[src/design/cc_defines.svh]
`ifndef CC_DEFINES_SVH
`define CC_DEFINES_SVH

// ==================================================
// rate defaults, in cycles between two requests
// ==================================================

// a larger value means a lower send rate
`define CC_RC_DEFAULT    64
`define CC_RT_DEFAULT    16
`define CC_R_MIN         16
`define CC_R_CAP         1024

// ==================================================
// decrease and recovery timing
// ==================================================

`define CC_DEC_GAP       200
`define CC_ALPHA_TIMEOUT 240
`define CC_TIME_THRESH   300
`define CC_BYTE_THRESH   8
`define CC_F             5
`define CC_ADD_STEP      8
`define CC_HYPER_STEP    16

// request queue sizing
`define CC_QDEPTH        8
`define CC_DATA_W        32

`endif

[src/design/cc_pkg.sv]
package cc_pkg;

    // ==================================================
    // rate values and recovery phase
    // ==================================================

    localparam int rate_w = 16;

    typedef logic [rate_w-1:0] rate_t;

    // phase follows the time and packet stage counts
    typedef enum logic [1:0] {
        phase_fast_recovery,
        phase_additive,
        phase_hyper
    } cc_phase_t;

    // reduction factors with 7 fractional bits, index 0 doubles the gap
    localparam int sa_frac      = 7;
    localparam int sa_max_index = 28;

    localparam logic [8:0] sa_table [0:sa_max_index] = '{
        9'd256, 9'd241, 9'd228, 9'd218, 9'd209, 9'd201, 9'd194, 9'd188,
        9'd182, 9'd178, 9'd173, 9'd170, 9'd166, 9'd163, 9'd161, 9'd158,
        9'd156, 9'd154, 9'd152, 9'd150, 9'd148, 9'd147, 9'd146, 9'd144,
        9'd143, 9'd142, 9'd141, 9'd140, 9'd139
    };

endpackage

[src/design/cc_pacer.sv]
`timescale 1ns/100ps

`include "cc_defines.svh"

module cc_pacer (
    input  logic                  aclk,
    input  logic                  aresetn,

    input  cc_pkg::rate_t         rate_cur,

    input  logic                  head_valid,
    input  logic [`CC_DATA_W-1:0] head_data,
    output logic                  head_ready,

    output logic                  m_valid,
    output logic [`CC_DATA_W-1:0] m_data,
    input  logic                  m_ready
);

    import cc_pkg::*;

    rate_t gap_cnt;
    logic  hold;
    logic  gate_open;

    // once offered, a request stays offered even if rate_cur grows meanwhile
    assign gate_open  = (gap_cnt > rate_cur) || hold;
    assign m_valid    = head_valid && gate_open;
    assign head_ready = m_ready && gate_open;
    assign m_data     = head_data;

    always_ff @(posedge aclk) begin
        if (!aresetn) begin
            gap_cnt <= '0;
            hold    <= 1'b0;
        end else begin
            hold <= m_valid && !m_ready;
            if (m_valid && m_ready) begin
                gap_cnt <= '0;
            end else if (gap_cnt != '1) begin
                gap_cnt <= gap_cnt + 1'b1;
            end
        end
    end

endmodule

[src/design/cc_queue.sv]
`timescale 1ns/100ps

`include "cc_defines.svh"

module cc_queue (
    input  logic                  aclk,
    input  logic                  aresetn,

    input  logic                  s_req_valid,
    output logic                  s_req_ready,
    input  logic [`CC_DATA_W-1:0] s_req_data,

    output logic                  m_req_valid,
    input  logic                  m_req_ready,
    output logic [`CC_DATA_W-1:0] m_req_data,

    input  logic                  ecn_write_rdy,
    input  logic                  ecn_mark,

    output cc_pkg::rate_t         rate_cur,
    output cc_pkg::rate_t         rate_tgt
);

    logic                  head_valid;
    logic                  head_ready;
    logic [`CC_DATA_W-1:0] head_data;
    logic                  dec_pulse;
    logic                  inc_event;
    logic [2:0]            tc_stage;
    logic [2:0]            bc_stage;

    // ==================================================
    // request path
    // ==================================================

    cc_req_fifo #(
        .DEPTH  (`CC_QDEPTH),
        .DATA_W (`CC_DATA_W)
    ) u_fifo (
        .aclk    (aclk),
        .aresetn (aresetn),
        .s_valid (s_req_valid),
        .s_ready (s_req_ready),
        .s_data  (s_req_data),
        .m_valid (head_valid),
        .m_ready (head_ready),
        .m_data  (head_data)
    );

    cc_pacer u_pacer (
        .aclk       (aclk),
        .aresetn    (aresetn),
        .rate_cur   (rate_cur),
        .head_valid (head_valid),
        .head_data  (head_data),
        .head_ready (head_ready),
        .m_valid    (m_req_valid),
        .m_data     (m_req_data),
        .m_ready    (m_req_ready)
    );

    // ==================================================
    // rate control
    // ==================================================

    cc_recovery_counter u_rec (
        .aclk       (aclk),
        .aresetn    (aresetn),
        .pkt_strobe (ecn_write_rdy),
        .dec_pulse  (dec_pulse),
        .inc_event  (inc_event),
        .tc_stage   (tc_stage),
        .bc_stage   (bc_stage)
    );

    cc_rate_ctrl u_ctrl (
        .aclk          (aclk),
        .aresetn       (aresetn),
        .ecn_write_rdy (ecn_write_rdy),
        .ecn_mark      (ecn_mark),
        .inc_event     (inc_event),
        .tc_stage      (tc_stage),
        .bc_stage      (bc_stage),
        .dec_pulse     (dec_pulse),
        .rate_cur      (rate_cur),
        .rate_tgt      (rate_tgt)
    );

endmodule

[src/design/cc_rate_ctrl.sv]
`timescale 1ns/100ps

`include "cc_defines.svh"

module cc_rate_ctrl (
    input  logic          aclk,
    input  logic          aresetn,

    input  logic          ecn_write_rdy,
    input  logic          ecn_mark,
    input  logic          inc_event,
    input  logic [2:0]    tc_stage,
    input  logic [2:0]    bc_stage,

    output logic          dec_pulse,
    output cc_pkg::rate_t rate_cur,
    output cc_pkg::rate_t rate_tgt
);

    import cc_pkg::*;

    localparam rate_t       RC_DEFAULT  = rate_t'(`CC_RC_DEFAULT);
    localparam rate_t       RT_DEFAULT  = rate_t'(`CC_RT_DEFAULT);
    localparam rate_t       R_MIN       = rate_t'(`CC_R_MIN);
    localparam rate_t       R_CAP       = rate_t'(`CC_R_CAP);
    localparam rate_t       ADD_STEP    = rate_t'(`CC_ADD_STEP);
    localparam rate_t       HYPER_STEP  = rate_t'(`CC_HYPER_STEP);
    localparam logic [23:0] DEC_GAP     = 24'(`CC_DEC_GAP);
    localparam logic [23:0] ALPHA_TOUT  = 24'(`CC_ALPHA_TIMEOUT);
    localparam logic [2:0]  STAGE_F     = 3'(`CC_F);

    logic [23:0] timer;
    logic [23:0] t_last_dec;
    logic [23:0] t_last_mark;
    logic        dec_seen;
    logic [4:0]  sa_idx;
    cc_phase_t   phase;
    rate_t       rc_q;
    rate_t       rt_q;
    logic        mark;
    logic        alpha_timeout;
    logic [24:0] rc_scaled;
    logic [16:0] rc_mid;
    rate_t       rc_calc;
    rate_t       rt_calc;
    rate_t       rc_next;
    rate_t       rt_next;

    assign mark = ecn_write_rdy && ecn_mark;

    // the first mark after reset always cuts, later ones need the gap
    assign dec_pulse = mark && (!dec_seen || (timer - t_last_dec > DEC_GAP));

    assign alpha_timeout = !mark && (timer - t_last_mark > ALPHA_TOUT);

    assign rate_cur = rc_q;
    assign rate_tgt = rt_q;

    always_comb begin
        if (tc_stage >= STAGE_F && bc_stage >= STAGE_F) begin
            phase = phase_hyper;
        end else if (tc_stage >= STAGE_F || bc_stage >= STAGE_F) begin
            phase = phase_additive;
        end else begin
            phase = phase_fast_recovery;
        end
    end

    // ==================================================
    // decrease and increase rules
    // ==================================================

    always_comb begin
        rc_scaled = rc_q * sa_table[sa_idx];
        rc_mid    = {1'b0, rc_q} + {1'b0, rt_q};
        rc_calc   = rc_q;
        rt_calc   = rt_q;

        if (dec_pulse) begin
            rt_calc = rc_q;
            if (rc_q <= R_CAP) begin
                rc_calc = rate_t'(rc_scaled >> sa_frac);
            end
        end else if (inc_event) begin
            // rc moves halfway toward the target on every event
            rc_calc = rc_mid[16:1];
            case (phase)
                phase_hyper: begin
                    rt_calc = (rt_q < R_MIN + HYPER_STEP) ? R_MIN : rt_q - HYPER_STEP;
                end
                phase_additive: begin
                    rt_calc = (rt_q < R_MIN + ADD_STEP) ? R_MIN : rt_q - ADD_STEP;
                end
                default: begin
                    rt_calc = rt_q;
                end
            endcase
        end

        rc_next = (rc_calc < R_MIN) ? R_MIN : rc_calc;
        rt_next = (rt_calc < R_MIN) ? R_MIN : rt_calc;
    end

    always_ff @(posedge aclk) begin
        if (!aresetn) begin
            timer       <= '0;
            t_last_dec  <= '0;
            t_last_mark <= '0;
            dec_seen    <= 1'b0;
            sa_idx      <= '0;
            rc_q        <= RC_DEFAULT;
            rt_q        <= RT_DEFAULT;
        end else begin
            timer <= timer + 1'b1;
            rc_q  <= rc_next;
            rt_q  <= rt_next;

            if (dec_pulse) begin
                t_last_dec <= timer;
                dec_seen   <= 1'b1;
                if (sa_idx != '0) begin
                    sa_idx <= sa_idx - 1'b1;
                end
            end else if (alpha_timeout && sa_idx != 5'(sa_max_index)) begin
                sa_idx <= sa_idx + 1'b1;
            end

            // a long quiet spell restarts the timeout as if a mark was seen
            if (mark || alpha_timeout) begin
                t_last_mark <= timer;
            end
        end
    end

endmodule

[src/design/cc_recovery_counter.sv]
`timescale 1ns/100ps

`include "cc_defines.svh"

module cc_recovery_counter (
    input  logic       aclk,
    input  logic       aresetn,

    input  logic       pkt_strobe,
    input  logic       dec_pulse,

    output logic       inc_event,
    output logic [2:0] tc_stage,
    output logic [2:0] bc_stage
);

    localparam logic [15:0] TIME_THRESH = 16'(`CC_TIME_THRESH);
    localparam logic [7:0]  BYTE_THRESH = 8'(`CC_BYTE_THRESH);
    localparam logic [2:0]  STAGE_MAX   = 3'(`CC_F);

    logic [15:0] time_cnt;
    logic [7:0]  pkt_cnt;

    // ==================================================
    // time and packet counters
    // ==================================================

    always_ff @(posedge aclk) begin
        if (!aresetn) begin
            time_cnt  <= '0;
            pkt_cnt   <= '0;
            tc_stage  <= '0;
            bc_stage  <= '0;
            inc_event <= 1'b0;
        end else if (dec_pulse) begin
            // a rate cut restarts the whole recovery sequence
            time_cnt  <= '0;
            pkt_cnt   <= '0;
            tc_stage  <= '0;
            bc_stage  <= '0;
            inc_event <= 1'b0;
        end else begin
            inc_event <= 1'b0;

            if (time_cnt > TIME_THRESH) begin
                time_cnt  <= '0;
                inc_event <= 1'b1;
                if (tc_stage < STAGE_MAX) begin
                    tc_stage <= tc_stage + 1'b1;
                end
            end else begin
                time_cnt <= time_cnt + 1'b1;
            end

            // the wrap cycle does not count a strobe
            if (pkt_cnt > BYTE_THRESH) begin
                pkt_cnt   <= '0;
                inc_event <= 1'b1;
                if (bc_stage < STAGE_MAX) begin
                    bc_stage <= bc_stage + 1'b1;
                end
            end else if (pkt_strobe) begin
                pkt_cnt <= pkt_cnt + 1'b1;
            end
        end
    end

endmodule

[src/design/cc_req_fifo.sv]
`timescale 1ns/100ps

`include "cc_defines.svh"

module cc_req_fifo #(
    parameter int DEPTH  = `CC_QDEPTH,
    parameter int DATA_W = `CC_DATA_W
) (
    input  logic              aclk,
    input  logic              aresetn,

    input  logic              s_valid,
    output logic              s_ready,
    input  logic [DATA_W-1:0] s_data,

    output logic              m_valid,
    input  logic              m_ready,
    output logic [DATA_W-1:0] m_data
);

    localparam int PTR_W = (DEPTH > 1) ? $clog2(DEPTH) : 1;
    localparam int CNT_W = $clog2(DEPTH + 1);

    logic [DATA_W-1:0] mem [0:DEPTH-1];
    logic [PTR_W-1:0]  wr_ptr;
    logic [PTR_W-1:0]  rd_ptr;
    logic [CNT_W-1:0]  count;
    logic [CNT_W-1:0]  count_next;
    logic              s_ready_q;
    logic              push;
    logic              pop;

    assign push    = s_valid && s_ready;
    assign pop     = m_valid && m_ready;
    assign s_ready = s_ready_q;
    assign m_valid = (count != '0);
    assign m_data  = mem[rd_ptr];

    always_comb begin
        count_next = count;
        if (push && !pop) begin
            count_next = count + 1'b1;
        end else if (pop && !push) begin
            count_next = count - 1'b1;
        end
    end

    always_ff @(posedge aclk) begin
        if (!aresetn) begin
            wr_ptr    <= '0;
            rd_ptr    <= '0;
            count     <= '0;
            s_ready_q <= 1'b0;
        end else begin
            if (push) begin
                wr_ptr <= (wr_ptr == PTR_W'(DEPTH - 1)) ? '0 : wr_ptr + 1'b1;
            end
            if (pop) begin
                rd_ptr <= (rd_ptr == PTR_W'(DEPTH - 1)) ? '0 : rd_ptr + 1'b1;
            end
            count     <= count_next;
            // ready is low in reset and rises on the first cycle after it
            s_ready_q <= (count_next != CNT_W'(DEPTH));
        end
    end

    always_ff @(posedge aclk) begin
        if (push) begin
            mem[wr_ptr] <= s_data;
        end
    end

endmodule

[config.mk]
export PLATFORM = sky130hd
export DESIGN_NAME = cc_queue
export DESIGN_NICKNAME = d
export VERILOG_FILES = /design/src/design/cc_pkg.sv /design/src/design/cc_pacer.sv /design/src/design/cc_queue.sv /design/src/design/cc_rate_ctrl.sv /design/src/design/cc_recovery_counter.sv /design/src/design/cc_req_fifo.sv
export VERILOG_INCLUDE_DIRS = /design/src /design/src/design
export SDC_FILE = /design/constraint.sdc
export NUM_CORES = 1
export LEC_CHECK = 0
export ABC_AREA = 1
export ABC_CLOCK_PERIOD_IN_PS = 8200
export BUFFER_PORTS_ARGS = -buffer_cell sky130_fd_sc_hd__buf_2
export CAP_MARGIN = 30
export CORE_UTILIZATION = 55
export CTS_BUF_LIST = sky130_fd_sc_hd__clkbuf_4 sky130_fd_sc_hd__clkbuf_8 sky130_fd_sc_hd__clkbuf_16
export CTS_CLUSTER_DIAMETER = 40
export CTS_CLUSTER_SIZE = 16
export DETAILED_ROUTE_END_ITERATION = 10
export MAX_ROUTING_LAYER = met4
export PLACE_DENSITY_LB_ADDON = 0.2
export SYNTH_ARGS = -nofsm -noshare
export SYNTH_HDL_FRONTEND = slang
export SYNTH_SLANG_ARGS = --single-unit
[constraint.sdc]
create_clock -name aclk -period 8.2 [get_ports aclk]
set_input_delay 0.82 -clock aclk [delete_from_list [all_inputs] [get_ports aclk]]
set_output_delay 0.82 -clock aclk [all_outputs]
set_load 0.02 [all_outputs]
==> metrics, run 1 <==
status finished clean; FILL cells 4106; clk_lat worst skew 0.62 ns; worst min-delay path category input pin to register; worst r2r src u_ctrl.sa_idx[0]$_SDFFE_PN0P_; CTS sink cnt 428; root buf cell clkbuf_16; initial antenna violation count 3; Routed Antenna Nets 0; GR Util All Layers 0.297; placed wire-length estimate 49.6 mm; R2R Setup Slk 1.35 ns; crit path launch u_ctrl.sa_idx[0]$_SDFFE_PN0P_; CP Capture Type register; IO Port Bufs 103; non-filler cells, final 4037; met1 wire length 30.3 mm; # IOs 104; setup bufs post-CTS 0; Placed Area 27600 sq um; static leakage 13.1 nW; number of detailed-route iterations in the first pass 5; slew of the pin with the lowest slew margin 0.882 ns; Clock Skews 0.0341 ns; CP required 8.70 ns; startpoint types register; deepest clock path buffer count 3; top sig layer met4; Final Worst Setup Slack 1.35 ns; Mapped Cells 3277; total power 8.35 mW; Post-synth top flop edfxtp_1; Max-Cap Viols 0; setup TNS 0 ns; FF/Latch Area 11100 sq um; syn_area_per_cell 8.10 sq um; Seq cells post-synth 428; commonest non-fill, non-tap cell in the layout nand2_1; DP Worst Slack 1.51 ns; Site Rows 80; Initial Util 0.557; htree depth 2; DIE WIDTH 222 microns; post-synthesis cell type count 54; CP Class register to register; met2 wire length 33.6 mm; number of global-route vias before repair 22232; Overflow after GRT 0; RSZ-0062 raised after global routing false; GPL Wtd Cong 1.01; Resized Gates After CTS 0; mapped cell area 26500 sq um; CTS Buf Count 57; PwrDens 282 nW/um^2; Critical Path Max Stage Delay 0.52 ns; WL final 70.7 mm; warnings from Yosys 0; Hold Buf Count CTS 0; TritonCTS clock tree yes; commonest cells after routing, fill and taps aside 579 x nand2_1, 551 x nor2_1, 440 x inv_1, 276 x o21ai_0, 256 x edfxtp_1; Cells after DPL 3924; core area 47600 sq um; Die ar. 49100 sq um; Iteration-0 DRC Markers 1636; ys async rst share 0; Final Util 0.622; synthesis-to-layout area growth 11.8%; Worst-path clk slew 0.06 ns; VDD IR max 0.000328 V; layout cell share with drive strength beyond 1 0.0787; DR vias 22595; Post-synth EDFFs 256; chip height 222 microns; Met3 Wirelength 4.54 mm; crit path max fanout 13; fmax 0.146 GHz; most frequent cell on the critical path nand2_1; # DRC 0; R2R cell count 34; crit path DAT 7.35 ns; routed vias/inst 5.60; Max-slew headroom 0.408; pin count of the biggest net entering global routing 109; final setup vio count 0; Final Hold Viols 0; Seq/Total Area, Yosys 0.419; Final min period 6.85 ns; average routed wire per standard cell 17.5 microns; Final Cycle Share 0.836; Slew Limit Fails 0; Final nets 3651; final hold slack 0.455 ns; post-route cell area 29700 sq um; Worst path slowest cell fa_1; multi-input logic area 13400 sq um; global-route wire length before repair 113 mm
==> how the worst min path moves through the flow <==
stage | from | to | slack [ns] | cells past startpoint
final | m_req_ready | u_pacer.hold$_SDFF_PN0_ | 0.45 | 2
after global routing | s_req_data[4] | u_fifo.mem[3][4]$_DFFE_PP_ | 0.46 | 1
after CTS | m_req_ready | u_pacer.hold$_SDFF_PN0_ | 0.42 | 2
after detailed placement | u_ctrl.t_last_mark[10]$_SDFFE_PN0P_ | u_ctrl.t_last_mark[10]$_SDFFE_PN0P_ | 0.45 | 2
after global placement | u_ctrl.timer[0]$_SDFF_PN0_ | u_ctrl.timer[0]$_SDFF_PN0_ | 0.44 | 1
after floorplan | u_ctrl.timer[0]$_SDFF_PN0_ | u_ctrl.timer[0]$_SDFF_PN0_ | 0.43 | 1
==> flip-flops by register name, indices dropped and copies added (netlist names), 4 cells and up, named ones only <==
register / cells
u_fifo.mem: 256
u_rec.pkt_cnt: 8
u_ctrl.sa_idx: 5
u_ctrl.t_last_dec: 24
u_pacer.gap_cnt: 16
u_ctrl.rate_cur: 12
u_fifo.count: 4
u_rec.time_cnt: 16
u_ctrl.timer: 24
u_ctrl.t_last_mark: 24
u_ctrl.rate_tgt: 16
==> worst max-delay path, delay by kind of cell (launching register included) <==
family	cells	cell delay, ns
flops	1	0.46
simple gates	18	2.05
compound gates	2	0.45
buf+inv	8	1.03
fa+ha+maj	6	2.74
==> cell type report <==
| class | count | share of cell area |
|---|---|---|
| tap | 615 | 0.0259 |
| multi-input combinational | 2305 | 0.451 |
| clock buffer | 61 | 0.0497 |
| timing repair buffer | 124 | 0.0240 |
| inverter | 454 | 0.0575 |
| antenna | 4 | 0.000338 |
| clock inverter | 46 | 0.0161 |
| sequential | 428 | 0.375 |
==> report_power, final <==
part	total, mW	leakage [nW]	internal, mW	switching (mW)
Sequential	2.49	3.72	2.36	0.135
Combinational	3.37	8.40	1.13	2.24
Clock	2.49	0.935	1.47	1.02
Total	8.35	13.1	4.96	3.39
==> cells in the mapped netlist, types with 6 or more instances <==
cell	instances	share of area
a21o_1	11	0.0031
a21oi_1	190	0.036
a31oi_1	39	0.0092
buf_2	11	0.0021
clkbuf_1	77	0.011
clkinv_1	8	0.0011
dfxtp_1	172	0.13
edfxtp_1	256	0.29
fa_1	101	0.076
ha_1	142	0.067
inv_1	441	0.062
nand2_1	579	0.082
nand3_1	115	0.022
nand3b_1	9	0.0025
nand4_1	39	0.0092
nor2_1	559	0.079
nor2_2	6	0.0014
nor3_1	40	0.0075
nor4_1	13	0.0031
o21ai_0	276	0.052
o21ai_1	6	0.0011
o22ai_1	43	0.010
or2_2	7	0.0017
xnor2_1	23	0.0076
xor2_1	39	0.013
==> layer usage <==
metal | vias to the layer above | GRT usage
met5 | - | -
met4 | 0 | 0.113
met3 | 166 | 0.0481
met2 | 732 | 0.488
met1 | 10705 | 0.368
li1 | 10992 | -
==> logic make-up (layout without fill, tap and decap cells) <==
logic type / Yosys count / in the layout / synth area share
and+or+nand+nor: 1385 / 1385 / 0.213
AOI/OAI and AO/OA: 604 / 604 / 0.123
buffers and inverters: 554 / 685 / 0.0805
DFF: 428 / 428 / 0.419
adders and majority gates: 243 / 243 / 0.143
xor gates and xnor gates: 62 / 62 / 0.0205
other: 1 / 15 / 0.000141
Power figures use the tool's default switching activity.
==> run 2, diff against run 1 <==
ABC_CLOCK_PERIOD_IN_PS = 7150   (was 8200)
clock period = 7.15 ns   (was 8.2 ns; I/O delays follow)
==> run 2 against run 1 <==
  * Worst hold slack worse by 0.15 ns
  * Fmax rose by 2.3%
  * Largest power group unchanged
  * Non-clock buffer count rose by 17
  * Largest cell class unchanged
==> metrics, run 2 (synthesis results as in run 1) <==
CP Class register to register (unchanged); CP Capture Type register (unchanged); Combinational Power Share 0.407 (was 0.404); Final nets 3670 (was 3651); Final Hold Viols 0 (unchanged); startpoint types register (unchanged); Die ar. 49100 sq um (unchanged); Iteration-0 DRC Markers 1720 (was 1636); initial antenna violation count 5 (was 3); IO Port Bufs 103 (unchanged); crit path DAT 7.19 ns (was 7.35 ns); Max-slew headroom 0.470 (was 0.408); Placed Area 27700 sq um (was 27600 sq um); CP required 7.64 ns (was 8.70 ns); final hold slack 0.309 ns (was 0.455 ns); Final min period 6.70 ns (was 6.85 ns); average routed wire per standard cell 17.3 microns (was 17.5 microns); commonest cells after routing, fill and taps aside 578 x nand2_1, 550 x nor2_1, 436 x inv_1, 276 x o21ai_0, 256 x edfxtp_1 (was 579 x nand2_1, 551 x nor2_1, 440 x inv_1, 276 x o21ai_0, 256 x edfxtp_1); GPL Wtd Cong 0.980 (was 1.01); sequential share of power 0.292 (was 0.299); PwrDens 323 nW/um^2 (was 282 nW/um^2); post-route cell area 29900 sq um (was 29700 sq um); worst min-delay path category input pin to register (unchanged); root buf cell clkbuf_16 (unchanged); number of global-route vias before repair 21928 (was 22232); Slew Limit Fails 0 (unchanged); routed vias/inst 5.55 (was 5.60); final setup vio count 0 (unchanged); Int Pwr 5.79 mW (was 4.96 mW); Overflow after GRT 0 (unchanged); max reg flops 256 (unchanged); most frequent cell on the critical path nand2_1 (unchanged); clk_lat worst skew 0.62 ns (about the same); deepest clock path buffer count 3 (unchanged); # IOs 104 (unchanged); synthesis-to-layout area growth 12.5% (was 11.8%); Worst-path clk slew 0.06 ns (about the same); static leakage 13.1 nW (about the same); VDD IR max 0.000266 V (was 0.000328 V); layout cell share with drive strength beyond 1 0.0859 (was 0.0787); clock group share of total power 0.300 (was 0.298); GR Util All Layers 0.295 (was 0.297); Final Util 0.627 (was 0.622); Critical Path Max Stage Delay 0.57 ns (was 0.52 ns); status finished clean (unchanged); htree depth 2 (unchanged); total power 9.66 mW (was 8.35 mW); core area 47600 sq um (unchanged); Final Cycle Share 0.937 (was 0.836); number of detailed-route iterations in the first pass 6 (was 5); setup TNS 0 ns (unchanged); CTS sink cnt 428 (unchanged); Worst path slowest cell fa_1 (unchanged); crit path max fanout 13 (unchanged); placed wire-length estimate 49.8 mm (was 49.6 mm); chip height 222 microns (unchanged); slew of the pin with the lowest slew margin 0.794 ns (was 0.882 ns); TritonCTS clock tree yes (unchanged); R2R Setup Slk 0.45 ns (was 1.35 ns); Site Rows 80 (unchanged); Switching Fraction 0.401 (was 0.406); global-route wire length before repair 112 mm (was 113 mm); Initial Util 0.557 (unchanged); Clock Skews 0.0250 ns (was 0.0341 ns); RSZ-0062 raised after global routing false (unchanged); DR vias 22529 (was 22595); Routed Antenna Nets 0 (unchanged); WL final 70.0 mm (was 70.7 mm); CTS Buf Count 59 (was 57); Reg with most FFs u_fifo.mem (unchanged); fmax 0.149 GHz (was 0.146 GHz); # DRC 0 (unchanged); Max-Cap Viols 0 (unchanged); commonest non-fill, non-tap cell in the layout nand2_1 (unchanged); DIE WIDTH 222 microns (unchanged); pin count of the biggest net entering global routing 73 (was 109); net switching power 3.87 mW (was 3.39 mW)
-- run 2: cell types whose count changed in the layout (fill, tap and decap cells not counted), moves of 2 or more --
cell / change
inv_6: +9
clkinvlp_2: -2
inv_1: -4
clkinvlp_4: +3
inv_8: -6
buf_4: +17
-- run 2: path summary, 6_finish.rpt --
kind                                    endpoint                                 from  depth (start not counted)
max                                     register        u_ctrl.sa_idx[0]$_SDFFE_PN0P_                         31
min reg2reg  u_ctrl.t_last_mark[15]$_SDFFE_PN0P_  u_ctrl.t_last_mark[15]$_SDFFE_PN0P_                          2
min                      u_pacer.hold$_SDFF_PN0_                          m_req_ready                          2
max reg2reg                             register        u_ctrl.sa_idx[0]$_SDFFE_PN0P_                         31
-- run 2: final cells by class --
cell class / instances / area (sq um)
Fill cell: 4052 / 17800
Tap cell: 615 / 769
Antenna cell: 5 / 12.5
Multi-Input combinational cell: 2305 / 13400
Timing Repair Buffer: 141 / 833
Clock buffer: 62 / 1510
Inverter: 454 / 1720
Clock inverter: 46 / 494
Sequential cell: 428 / 11100
-- run 2: metrics by stage --
stage                     worst slack [ns]  instances
final                                0.449       4056
after CTS                            0.428       4043
after global placement               0.653       3934
after detailed placement             0.484       3935
after global routing                0.0361       4056
after floorplan                       1.31       3287
-- run 2: timing repair --
action | in CTS | in global routing
setup buffers | 0 | 8
endpoints found under the setup margin | 0 | 15
gates resized for setup | 0 | 8
hold buffers | 0 | 0
-- run 2: layer usage --
layer,track usage,share of wire
met5,-,0
met4,0.123,0.037
met3,0.0464,0.061
met2,0.476,0.47
met1,0.371,0.44
-- run 2: power groups by stage --
stage	logic (mW)	clock network (mW)	registers [mW]
detailed placement	3.84	0	2.87
global placement	3.81	0	2.87
floorplan	2.80	0	2.85
global route	4.50	3.04	2.83
finish	3.93	2.90	2.82
CTS	3.87	2.93	2.82
-- run 2: worst max-delay path, delay by kind of cell (launching register included) --
kind	cells	cell delay, ns
adder cells (fa/ha/maj)	6	2.77
AND/OR/NAND/NOR	12	1.43
AO/OA/AOI/OAI	5	0.82
XOR/XNOR	1	0.23
flip-flops	1	0.45
buffers and inverters	7	0.87
